$ cat config.mk
export PLATFORM = sky130hd
export DESIGN_NAME = leaf_node
export DESIGN_NICKNAME = d
export VERILOG_FILES = /design/src/leaf_pkg.sv /design/src/leaf_node.sv /design/src/packet_decoder.sv /design/src/packet_encoder.sv /design/src/port_buffer.sv /design/src/user_kernel.sv
export SDC_FILE = /design/constraint.sdc
export NUM_CORES = 2
export LEC_CHECK = 0
export BUFFER_PORTS_ARGS = -buffer_cell sky130_fd_sc_hd__buf_2
export CAP_MARGIN = 20
export CORE_ASPECT_RATIO = 0.75
export CORE_MARGIN = 2
export CORE_UTILIZATION = 30
export CTS_CLUSTER_SIZE = 20
export DETAILED_ROUTE_END_ITERATION = 16
export MAX_ROUTING_LAYER = met4
export PLACE_DENSITY = 0.42
export SYNTH_ARGS = -nofsm -noshare
export SYNTH_HDL_FRONTEND = slang
export SYNTH_SLANG_ARGS = --single-unit
$ cat constraint.sdc
create_clock -name clk -period 10.9 [get_ports clk]
set_input_delay 2.18 -clock clk [delete_from_list [all_inputs] [get_ports clk]]
set_output_delay 2.18 -clock clk [all_outputs]
set_load 0.02 [all_outputs]
$ cat src/leaf_pkg.sv
`default_nettype none

package leaf_pkg;

    // Network packet layout
    localparam int PACKET_BITS   = 49;
    localparam int PAYLOAD_BITS  = 32;
    localparam int NUM_LEAF_BITS = 5;
    localparam int NUM_PORT_BITS = 4;
    localparam int NUM_ADDR_BITS = 7;

    localparam int NUM_PORTS     = 5;                       // Same count in and out
    localparam int PORT_IDX_BITS = $clog2(NUM_PORTS);

    // Field positions, top bit down
    localparam int VALID_POS = PACKET_BITS - 1;
    localparam int LEAF_LSB  = VALID_POS - NUM_LEAF_BITS;
    localparam int PORT_LSB  = LEAF_LSB - NUM_PORT_BITS;
    localparam int ADDR_LSB  = PORT_LSB - NUM_ADDR_BITS;    // Payload sits below

    // Port buffers
    localparam int BUF_DEPTH    = 4;
    localparam int BUF_PTR_BITS = $clog2(BUF_DEPTH);
    localparam int BUF_CNT_BITS = $clog2(BUF_DEPTH + 1);

    // Destination of each output port, lane 4 on the left
    localparam logic [NUM_PORTS-1:0][NUM_LEAF_BITS-1:0] ROUTE_LEAF = {
        5'd6, 5'd4, 5'd2, 5'd1, 5'd0
    };
    localparam logic [NUM_PORTS-1:0][NUM_PORT_BITS-1:0] ROUTE_PORT = {
        4'd5, 4'd4, 4'd3, 4'd2, 4'd1
    };

    // Word handed to the kernel
    typedef logic [PAYLOAD_BITS-1:0] in_item_t;

    // Kernel result, sequence number goes into the address field
    typedef struct packed {
        logic [NUM_ADDR_BITS-1:0] seq;
        logic [PAYLOAD_BITS-1:0]  sum;
    } out_item_t;

endpackage

`default_nettype wire

$ cat src/leaf_node.sv
`timescale 1ns/1ps
`default_nettype none

module leaf_node
    import leaf_pkg::*;
#(
    parameter int unsigned LEAF_ID = 1
) (
    input  wire logic                   clk,
    input  wire logic                   reset,
    input  wire logic [PACKET_BITS-1:0] din_leaf_bft2interface,
    output wire logic [PACKET_BITS-1:0] dout_leaf_interface2bft,
    input  wire logic                   resend,
    output wire logic                   overflow
);

    // Decoder side
    wire logic [NUM_PORTS-1:0]      in_wr_en;
    wire in_item_t                  in_wr_data;
    wire logic [NUM_PORTS-1:0]      in_full;

    // Kernel side
    wire in_item_t [NUM_PORTS-1:0]  dout_leaf_interface2user;
    wire logic [NUM_PORTS-1:0]      vld_interface2user;
    wire logic [NUM_PORTS-1:0]      ack_user2interface;
    wire out_item_t [NUM_PORTS-1:0] din_leaf_user2interface;
    wire logic [NUM_PORTS-1:0]      vld_user2interface;
    wire logic [NUM_PORTS-1:0]      ack_interface2user;

    // Encoder side
    wire logic [NUM_PORTS-1:0]      out_vld;
    wire out_item_t [NUM_PORTS-1:0] out_data;
    wire logic [NUM_PORTS-1:0]      out_ack;

    packet_decoder #(
        .LEAF_ID(LEAF_ID)
    ) i_packet_decoder (
        .clk                    (clk),
        .reset                  (reset),
        .din_leaf_bft2interface (din_leaf_bft2interface),
        .wr_en                  (in_wr_en),
        .wr_data                (in_wr_data),
        .full                   (in_full),
        .overflow               (overflow)
    );

    for (genvar k = 0; k < NUM_PORTS; k++) begin : g_port
        port_buffer #(
            .item_t(in_item_t)
        ) i_in_buffer (
            .clk     (clk),
            .reset   (reset),
            .wr_en   (in_wr_en[k]),
            .wr_data (in_wr_data),                          // Shared, wr_en picks the lane
            .full    (in_full[k]),
            .vld     (vld_interface2user[k]),
            .data    (dout_leaf_interface2user[k]),
            .ack     (ack_user2interface[k])
        );

        port_buffer #(
            .item_t(out_item_t)
        ) i_out_buffer (
            .clk     (clk),
            .reset   (reset),
            .wr_en   (vld_user2interface[k]),
            .wr_data (din_leaf_user2interface[k]),
            .full    (ack_interface2user[k]),
            .vld     (out_vld[k]),
            .data    (out_data[k]),
            .ack     (out_ack[k])
        );
    end

    user_kernel i_user_kernel (
        .clk                      (clk),
        .reset                    (reset),
        .dout_leaf_interface2user (dout_leaf_interface2user),
        .vld_interface2user       (vld_interface2user),
        .ack_user2interface       (ack_user2interface),
        .din_leaf_user2interface  (din_leaf_user2interface),
        .vld_user2interface       (vld_user2interface),
        .ack_interface2user       (ack_interface2user)
    );

    packet_encoder i_packet_encoder (
        .clk                     (clk),
        .reset                   (reset),
        .resend                  (resend),
        .vld                     (out_vld),
        .data                    (out_data),
        .ack                     (out_ack),
        .dout_leaf_interface2bft (dout_leaf_interface2bft)
    );

endmodule

`default_nettype wire

$ cat src/packet_decoder.sv
`timescale 1ns/1ps
`default_nettype none

module packet_decoder
    import leaf_pkg::*;
#(
    parameter int unsigned LEAF_ID = 0
) (
    input  wire logic                   clk,
    input  wire logic                   reset,
    input  wire logic [PACKET_BITS-1:0] din_leaf_bft2interface,
    output logic [NUM_PORTS-1:0]        wr_en,
    output in_item_t                    wr_data,
    input  wire logic [NUM_PORTS-1:0]   full,
    output logic                        overflow
);

    logic                     pkt_valid;
    logic [NUM_LEAF_BITS-1:0] pkt_leaf;
    logic [NUM_PORT_BITS-1:0] pkt_port;
    logic                     hit;
    logic [PORT_IDX_BITS-1:0] lane;

    always_ff @(posedge clk) begin
        if (reset) begin
            pkt_valid <= 1'b0;
        end else begin
            pkt_valid <= din_leaf_bft2interface[VALID_POS];
        end
    end

    // Fields ride along with the valid bit
    always_ff @(posedge clk) begin
        pkt_leaf <= din_leaf_bft2interface[LEAF_LSB +: NUM_LEAF_BITS];
        pkt_port <= din_leaf_bft2interface[PORT_LSB +: NUM_PORT_BITS];
        wr_data  <= din_leaf_bft2interface[PAYLOAD_BITS-1:0];
    end

    assign hit = pkt_valid
              && (pkt_leaf == NUM_LEAF_BITS'(LEAF_ID))
              && (pkt_port != '0)
              && (pkt_port <= NUM_PORT_BITS'(NUM_PORTS));  // Ports count from 1
    assign lane = PORT_IDX_BITS'(pkt_port - 1'b1);

    always_comb begin
        wr_en    = '0;
        overflow = 1'b0;
        if (hit) begin
            if (full[lane]) begin
                overflow = 1'b1;                            // Word dropped
            end else begin
                wr_en[lane] = 1'b1;
            end
        end
    end

endmodule

`default_nettype wire

$ cat src/packet_encoder.sv
`timescale 1ns/1ps
`default_nettype none

module packet_encoder
    import leaf_pkg::*;
(
    input  wire logic                     clk,
    input  wire logic                     reset,
    input  wire logic                     resend,
    input  wire logic [NUM_PORTS-1:0]     vld,
    input  wire out_item_t [NUM_PORTS-1:0] data,
    output logic [NUM_PORTS-1:0]          ack,
    output logic [PACKET_BITS-1:0]        dout_leaf_interface2bft
);

    logic [PORT_IDX_BITS-1:0] last_q;                       // Lane served last
    logic [PORT_IDX_BITS-1:0] sel;
    logic                     found;
    logic [PACKET_BITS-1:0]   next_pkt;
    logic [PACKET_BITS-1:0]   pkt_q;

    // Round robin, search starts one lane past the last winner
    always_comb begin
        int idx;
        found = 1'b0;
        sel   = last_q;
        for (int i = 1; i <= NUM_PORTS; i++) begin
            idx = int'(last_q) + i;
            if (idx >= NUM_PORTS) begin
                idx = idx - NUM_PORTS;
            end
            if (!found && vld[idx]) begin
                found = 1'b1;
                sel   = PORT_IDX_BITS'(idx);
            end
        end
    end

    always_comb begin
        ack = '0;
        if (found && !resend) begin
            ack[sel] = 1'b1;
        end
    end

    always_comb begin
        next_pkt = '0;                                      // Empty slot when idle
        if (found) begin
            next_pkt[VALID_POS]                     = 1'b1;
            next_pkt[LEAF_LSB +: NUM_LEAF_BITS]     = ROUTE_LEAF[sel];
            next_pkt[PORT_LSB +: NUM_PORT_BITS]     = ROUTE_PORT[sel];
            next_pkt[ADDR_LSB +: NUM_ADDR_BITS]     = data[sel].seq;
            next_pkt[PAYLOAD_BITS-1:0]              = data[sel].sum;
        end
    end

    always_ff @(posedge clk) begin
        if (reset) begin
            pkt_q  <= '0;
            last_q <= PORT_IDX_BITS'(NUM_PORTS - 1);        // Lane 0 goes first
        end else if (!resend) begin
            pkt_q <= next_pkt;
            if (found) begin
                last_q <= sel;
            end
        end
    end

    // Held packet reappears once resend drops
    assign dout_leaf_interface2bft = resend ? '0 : pkt_q;

endmodule

`default_nettype wire

$ cat src/port_buffer.sv
`timescale 1ns/1ps
`default_nettype none

module port_buffer
    import leaf_pkg::*;
#(
    parameter type item_t = in_item_t
) (
    input  wire logic  clk,
    input  wire logic  reset,
    input  wire logic  wr_en,
    input  wire item_t wr_data,
    output logic       full,
    output logic       vld,
    output item_t      data,
    input  wire logic  ack
);

    item_t                   mem [BUF_DEPTH];
    logic [BUF_PTR_BITS-1:0] wr_ptr;
    logic [BUF_PTR_BITS-1:0] rd_ptr;
    logic [BUF_CNT_BITS-1:0] count;
    logic                    push;
    logic                    pop;

    function automatic logic [BUF_PTR_BITS-1:0] ptr_inc(input logic [BUF_PTR_BITS-1:0] ptr);
        return (ptr == BUF_PTR_BITS'(BUF_DEPTH - 1)) ? '0 : ptr + 1'b1;
    endfunction

    assign full = (count == BUF_CNT_BITS'(BUF_DEPTH));
    assign vld  = (count != '0);
    assign data = mem[rd_ptr];                              // Head of queue
    assign push = wr_en && !full;                           // Write while full is lost
    assign pop  = ack && vld;

    always_ff @(posedge clk) begin
        if (push) begin
            mem[wr_ptr] <= wr_data;
        end
    end

    always_ff @(posedge clk) begin
        if (reset) begin
            wr_ptr <= '0;
            rd_ptr <= '0;
            count  <= '0;
        end else begin
            if (push) begin
                wr_ptr <= ptr_inc(wr_ptr);
            end
            if (pop) begin
                rd_ptr <= ptr_inc(rd_ptr);
            end
            case ({push, pop})
                2'b10:   count <= count + 1'b1;
                2'b01:   count <= count - 1'b1;
                default: count <= count;                    // Idle or both at once
            endcase
        end
    end

endmodule

`default_nettype wire

$ cat src/user_kernel.sv
`timescale 1ns/1ps
`default_nettype none

module user_kernel
    import leaf_pkg::*;
(
    input  wire logic                        clk,
    input  wire logic                        reset,

    input  wire in_item_t [NUM_PORTS-1:0]    dout_leaf_interface2user,
    input  wire logic [NUM_PORTS-1:0]        vld_interface2user,
    output logic [NUM_PORTS-1:0]             ack_user2interface,

    output out_item_t [NUM_PORTS-1:0]        din_leaf_user2interface,
    output logic [NUM_PORTS-1:0]             vld_user2interface,
    input  wire logic [NUM_PORTS-1:0]        ack_interface2user    // Output buffer full
);

    logic [NUM_PORTS-1:0] step;

    // A lane moves when it has a word and room for the result
    assign step               = vld_interface2user & ~ack_interface2user;
    assign ack_user2interface = step;
    assign vld_user2interface = step;

    for (genvar k = 0; k < NUM_PORTS; k++) begin : g_lane
        logic [PAYLOAD_BITS-1:0]  sum_q;
        logic [NUM_ADDR_BITS-1:0] seq_q;
        logic [PAYLOAD_BITS-1:0]  sum_next;
        logic [NUM_ADDR_BITS-1:0] seq_next;

        assign sum_next = sum_q + dout_leaf_interface2user[k];  // Wraps mod 2^32
        assign seq_next = seq_q + 1'b1;                         // First result is 1

        assign din_leaf_user2interface[k] = '{seq: seq_next, sum: sum_next};

        always_ff @(posedge clk) begin
            if (reset) begin
                sum_q <= '0;
                seq_q <= '0;
            end else if (step[k]) begin
                sum_q <= sum_next;
                seq_q <= seq_next;
            end
        end
    end

endmodule

`default_nettype wire
==> summary by stage <==
CTS
Clock tree synthesis found a total of 1795 sinks. Clock latency on the worst-skew pair, taken at its later pin, is 860 ps. The H-tree was split into 4 levels. The tree is rooted in a sky130_fd_sc_hd__clkbuf_16. TritonCTS built the clock tree.

The clock-pin slew on the worst setup and hold paths is 60 ps. Post-CTS timing repair inserted 0 buffers for setup. The number of instances resized during post-cts repair is 0. The number of hold buffers added after CTS was 0. The number of buffers created by CTS is 197. The longest clock path from root to sink contains 4 buffers.

Pwr
The share of total power in combinational logic is 43.1%. Internal power comes to 17.5 mW. The net switching component of the power is 11.6 mW. Of the total power, the share spent switching nets is 40.0%.

The reported leakage power is 30.1 nW. The peak supply drop is 0.458 mV. In this run the power density over the cells is 327 nW/um^2. The clock network is responsible for 23.1% of the overall power.

The sequential group share of total power is 33.7%.

Detailed routing
After detailed routing, the number of remaining DRC violations is 0. The post-detailed-route via-to-cell ratio is 5.12. The remaining antenna violation count is 0. Dividing the detail-routed wire length by the instance count gives 26.4 um. The detailed-route wire length is 235000 um.

Detailed routing inserted a total of 45563 vias. The number of design-rule violations left by the first detailed-router iteration is 4110. The detailed-router iteration count before antenna repair is 5.

GRT
For this run, global-route usage on met1 was measured as 28.6%. The global routing usage summed across all routing layers is 18.1%. For met2 alone, demand over resource in global routing was 24.1%. The via count of the first global-routing pass was 43858. After global routing the overflow that remains totals 0. The pin count of the biggest net entering global routing is 61. The initial antenna violation count is 20.

The first-pass GRT wire length is 333000 um. In the global route stage, met3 resource usage came out at 2.54%. After global routing, the most crowded layer is met1.

Setup path
The required time of the critical path is 11660 ps. The worst setup path is captured at a register. The worst register-to-register path has a depth of 19. Along the worst path, the maximum fanout reaches 45. STA puts the critical path data arrival time at 7250 ps. The worst setup path is of the reg -> reg kind. The kind of start point of the critical path is a register.

Flow run
Across the run, the number of max-cap violations was 0.

Synthesis
A synthesized cell averages 15.1 um^2. The post-synthesis async set-or-reset flop share is 0%. The biggest area contributor in the post-synthesis netlist is sky130_fd_sc_hd__edfxtp_1.

In the synthesized netlist the dominant register cell turns out to be sky130_fd_sc_hd__edfxtp_1. For this run, the number of Yosys warnings is 0. The cell area after technology mapping is 77800 um^2. The flip-flop and latch count after synthesis is 1795. After synthesis, the cell types taking the most area are sky130_fd_sc_hd__edfxtp_1 (55%), sky130_fd_sc_hd__mux4_2 (10%), sky130_fd_sc_hd__dfxtp_1 (9.6%). The sequential share of the synthesized area is 64.5%.

Counting flops with a built-in enable in the synthesized netlist gives 1420. After synthesis, the largest area contributor takes up 54.8% of total cell area. In the synthesized netlist, the cells that appear most often are sky130_fd_sc_hd__edfxtp_1 (1420), sky130_fd_sc_hd__nand2_1 (377), sky130_fd_sc_hd__dfxtp_1 (375), sky130_fd_sc_hd__mux4_2 (358), sky130_fd_sc_hd__a21oi_1 (321). In the post-synthesis netlist, the cell with the most instances is sky130_fd_sc_hd__edfxtp_1. Yosys mapped the design onto 83 distinct sky130hd cell types. The instance count of the mapped netlist is 5155.

Outcome
The run finished with clean final reports.

Finish
The post-route non-filler standard cell count is 8904. The net count of the finished layout is 5608. The area added between synthesis and finish is 14.5%. The proportion of layout cells with a drive suffix above 1 is 17.5%.

Timing
The final hold violation count is 0. In the final timing run, aggregate negative setup slack is 0 ps. The final critical-path required period is 6490 ps.

The worst clock skew on the final layout is 59.0 ps. The pin slew with the least headroom to its limit is 1220 ps. The final clock period utilization by the worst path is 59.6%.

Timing would allow up to 154 MHz. The final setup violation count is 0. The number of pins with negative max-slew slack in the final report is 0. The remaining max-slew budget at the tightest pin is 18.4%. Setup repair after global routing left no endpoint under its margin. The final worst hold slack is 459 ps.

Worst hold path
The type of the worst min-delay path is reg -> reg. The cell count of the worst hold path is 2.

Die
The starting density of the core is 30.2%. The vertical die dimension is 445 um. The floorplan has 161 rows. The region available for standard cell placement spans 257000 um^2. During I/O placement, the number of pins put on the boundary was 102. The die is 592 um wide. The floorplan step defined a die boundary enclosing 263000 um^2.

Placement
The cell total after placement is 8523. Detailed placement finished with a half-perimeter wire length of 159000 um. The weighted congestion at the end of routability-driven global placement is 0.823. Buffers placed on the I/O ports in this run total 91.
-- worst max-delay path: stages (launching register included) --
cell,delay (ps)
sky130_fd_sc_hd__dfxtp_1,770
sky130_fd_sc_hd__inv_2,290
sky130_fd_sc_hd__ha_1,510
sky130_fd_sc_hd__inv_2,200
sky130_fd_sc_hd__a21oi_1,80
sky130_fd_sc_hd__or2_1,290
sky130_fd_sc_hd__o2111a_1,380
sky130_fd_sc_hd__or3_1,470
sky130_fd_sc_hd__nor4b_2,290
sky130_fd_sc_hd__buf_4,500
sky130_fd_sc_hd__buf_4,630
sky130_fd_sc_hd__o21bai_2,340
sky130_fd_sc_hd__nand3_1,310
sky130_fd_sc_hd__inv_1,130
sky130_fd_sc_hd__ha_1,180
sky130_fd_sc_hd__inv_1,60
sky130_fd_sc_hd__fa_1,370
sky130_fd_sc_hd__xor2_1,160
sky130_fd_sc_hd__or3_1,300
sky130_fd_sc_hd__a21oi_1,150
-- layout make-up --
cell class | instances | area (um^2)
Multi-Input combinational cell | 2967 | 26300
Inverter | 140 | 526
Sequential cell | 1795 | 50200
Timing Repair Buffer | 207 | 1390
Antenna cell | 18 | 45.0
Fill cell | 24565 | 168000
Tap cell | 3423 | 4280
Clock inverter | 79 | 891
Clock buffer | 275 | 5500
-- placed cells by master, fill, tap and decap left out, types with 18 or more instances in the layout --
| cell | instances |
|---|---|
| sky130_fd_sc_hd__ha_1 | 232 |
| sky130_fd_sc_hd__clkbuf_16 | 202 |
| sky130_fd_sc_hd__mux2i_1 | 18 |
| sky130_fd_sc_hd__clkbuf_1 | 56 |
| sky130_fd_sc_hd__nor4bb_1 | 40 |
| sky130_fd_sc_hd__and3_1 | 79 |
| sky130_fd_sc_hd__o21ai_0 | 90 |
| sky130_fd_sc_hd__edfxtp_1 | 1420 |
| sky130_fd_sc_hd__a21oi_1 | 319 |
| sky130_fd_sc_hd__and2_2 | 30 |
| sky130_fd_sc_hd__xnor2_1 | 114 |
| sky130_fd_sc_hd__dfxtp_1 | 360 |
| sky130_fd_sc_hd__a221o_1 | 78 |
| sky130_fd_sc_hd__nor2_1 | 214 |
| sky130_fd_sc_hd__buf_4 | 111 |
| sky130_fd_sc_hd__or2_2 | 21 |
| sky130_fd_sc_hd__a2111oi_0 | 47 |
| sky130_fd_sc_hd__a21o_1 | 65 |
| sky130_fd_sc_hd__nor2b_1 | 68 |
| sky130_fd_sc_hd__clkinv_1 | 25 |
| sky130_fd_sc_hd__bufinv_16 | 19 |
| sky130_fd_sc_hd__and2_1 | 64 |
| sky130_fd_sc_hd__nand2_1 | 377 |
| sky130_fd_sc_hd__o21a_1 | 29 |
| sky130_fd_sc_hd__buf_2 | 91 |
| sky130_fd_sc_hd__xor2_1 | 93 |
| sky130_fd_sc_hd__o21bai_1 | 21 |
| sky130_fd_sc_hd__nand3_1 | 55 |
| sky130_fd_sc_hd__nor3_1 | 71 |
| sky130_fd_sc_hd__a311o_1 | 43 |
| sky130_fd_sc_hd__diode_2 | 18 |
| sky130_fd_sc_hd__inv_1 | 132 |
| sky130_fd_sc_hd__mux4_2 | 358 |
| sky130_fd_sc_hd__a2111o_1 | 42 |
| sky130_fd_sc_hd__a211oi_1 | 29 |
| sky130_fd_sc_hd__clkinv_2 | 27 |
| sky130_fd_sc_hd__or3_1 | 33 |
| sky130_fd_sc_hd__nor3b_1 | 81 |
-- power by group through the flow --
stage | registers, mW | logic [mW] | clock network (mW)
after floorplan | 9.77 | 7.80 | 0
final | 9.82 | 12.6 | 6.73
after global placement | 9.94 | 12.4 | 0
after detailed placement | 9.98 | 12.6 | 0
after CTS | 9.84 | 12.6 | 6.93
after global routing | 9.92 | 13.5 | 7.20
-- per-stage QoR --
step                      area (um^2)  util (%)  power [mW]  setup slack [ps]
after floorplan                 77800         -        17.6              5410
after global placement          82500      32.1        22.3              4440
after detailed placement        82600      32.1        22.5              4410
after CTS                       89000      34.6        29.4              4150
after global routing            89100      34.6        30.6              3920
final                           89100      34.6        29.1              4410
-- logic make-up (layout without fill, tap and decap cells) --
kind of cell	after synthesis	in the layout	share of synthesized area, %
AOI/OAI and AO/OA	914	914	8.32
xor gates and xnor gates	207	207	2.33
adders and majority gates	248	248	4.14
buffers and inverters	395	701	1.99
DFF	1795	1795	64.5
muxes	384	384	10.7
other	1	21	0.00482
and+or+nand+nor	1211	1211	8.03
-- registers in the layout, indices dropped and copies added (netlist names), 15 cells and up, named ones only --
register / count
i_user_kernel.g_lane.seq_q: 35
g_port.i_out_buffer.count: 15
g_port.i_in_buffer.mem: 640
g_port.i_out_buffer.mem: 780
i_packet_decoder.wr_data: 32
i_user_kernel.g_lane.sum_q: 160
i_packet_encoder.pkt_q: 45
g_port.i_in_buffer.count: 15
-- worst paths after layout --
kind	startpoint	to	slack (ps)
worst min register to register	i_user_kernel.g_lane[1].sum_q[28]$_SDFFE_PP0P_	i_user_kernel.g_lane[1].sum_q[28]$_SDFFE_PP0P_	460
worst max register to register	i_packet_encoder.last_q[0]$_SDFFE_PP0N_	g_port[1].i_out_buffer.count[2]$_SDFFE_PP0P_	4410
worst max-delay path	i_packet_encoder.last_q[0]$_SDFFE_PP0N_	g_port[1].i_out_buffer.count[2]$_SDFFE_PP0P_	4410
worst min-delay path	i_user_kernel.g_lane[1].sum_q[28]$_SDFFE_PP0P_	i_user_kernel.g_lane[1].sum_q[28]$_SDFFE_PP0P_	460
-- routing by layer --
metal / share of wire, % / up-vias
li1: - / 20514
met1: 51 / 23570
met2: 40 / 1182
met3: 6.0 / 297
met4: 2.4 / 0
met5: 0 / -
Note: power is estimated with default switching activity, not from simulation.
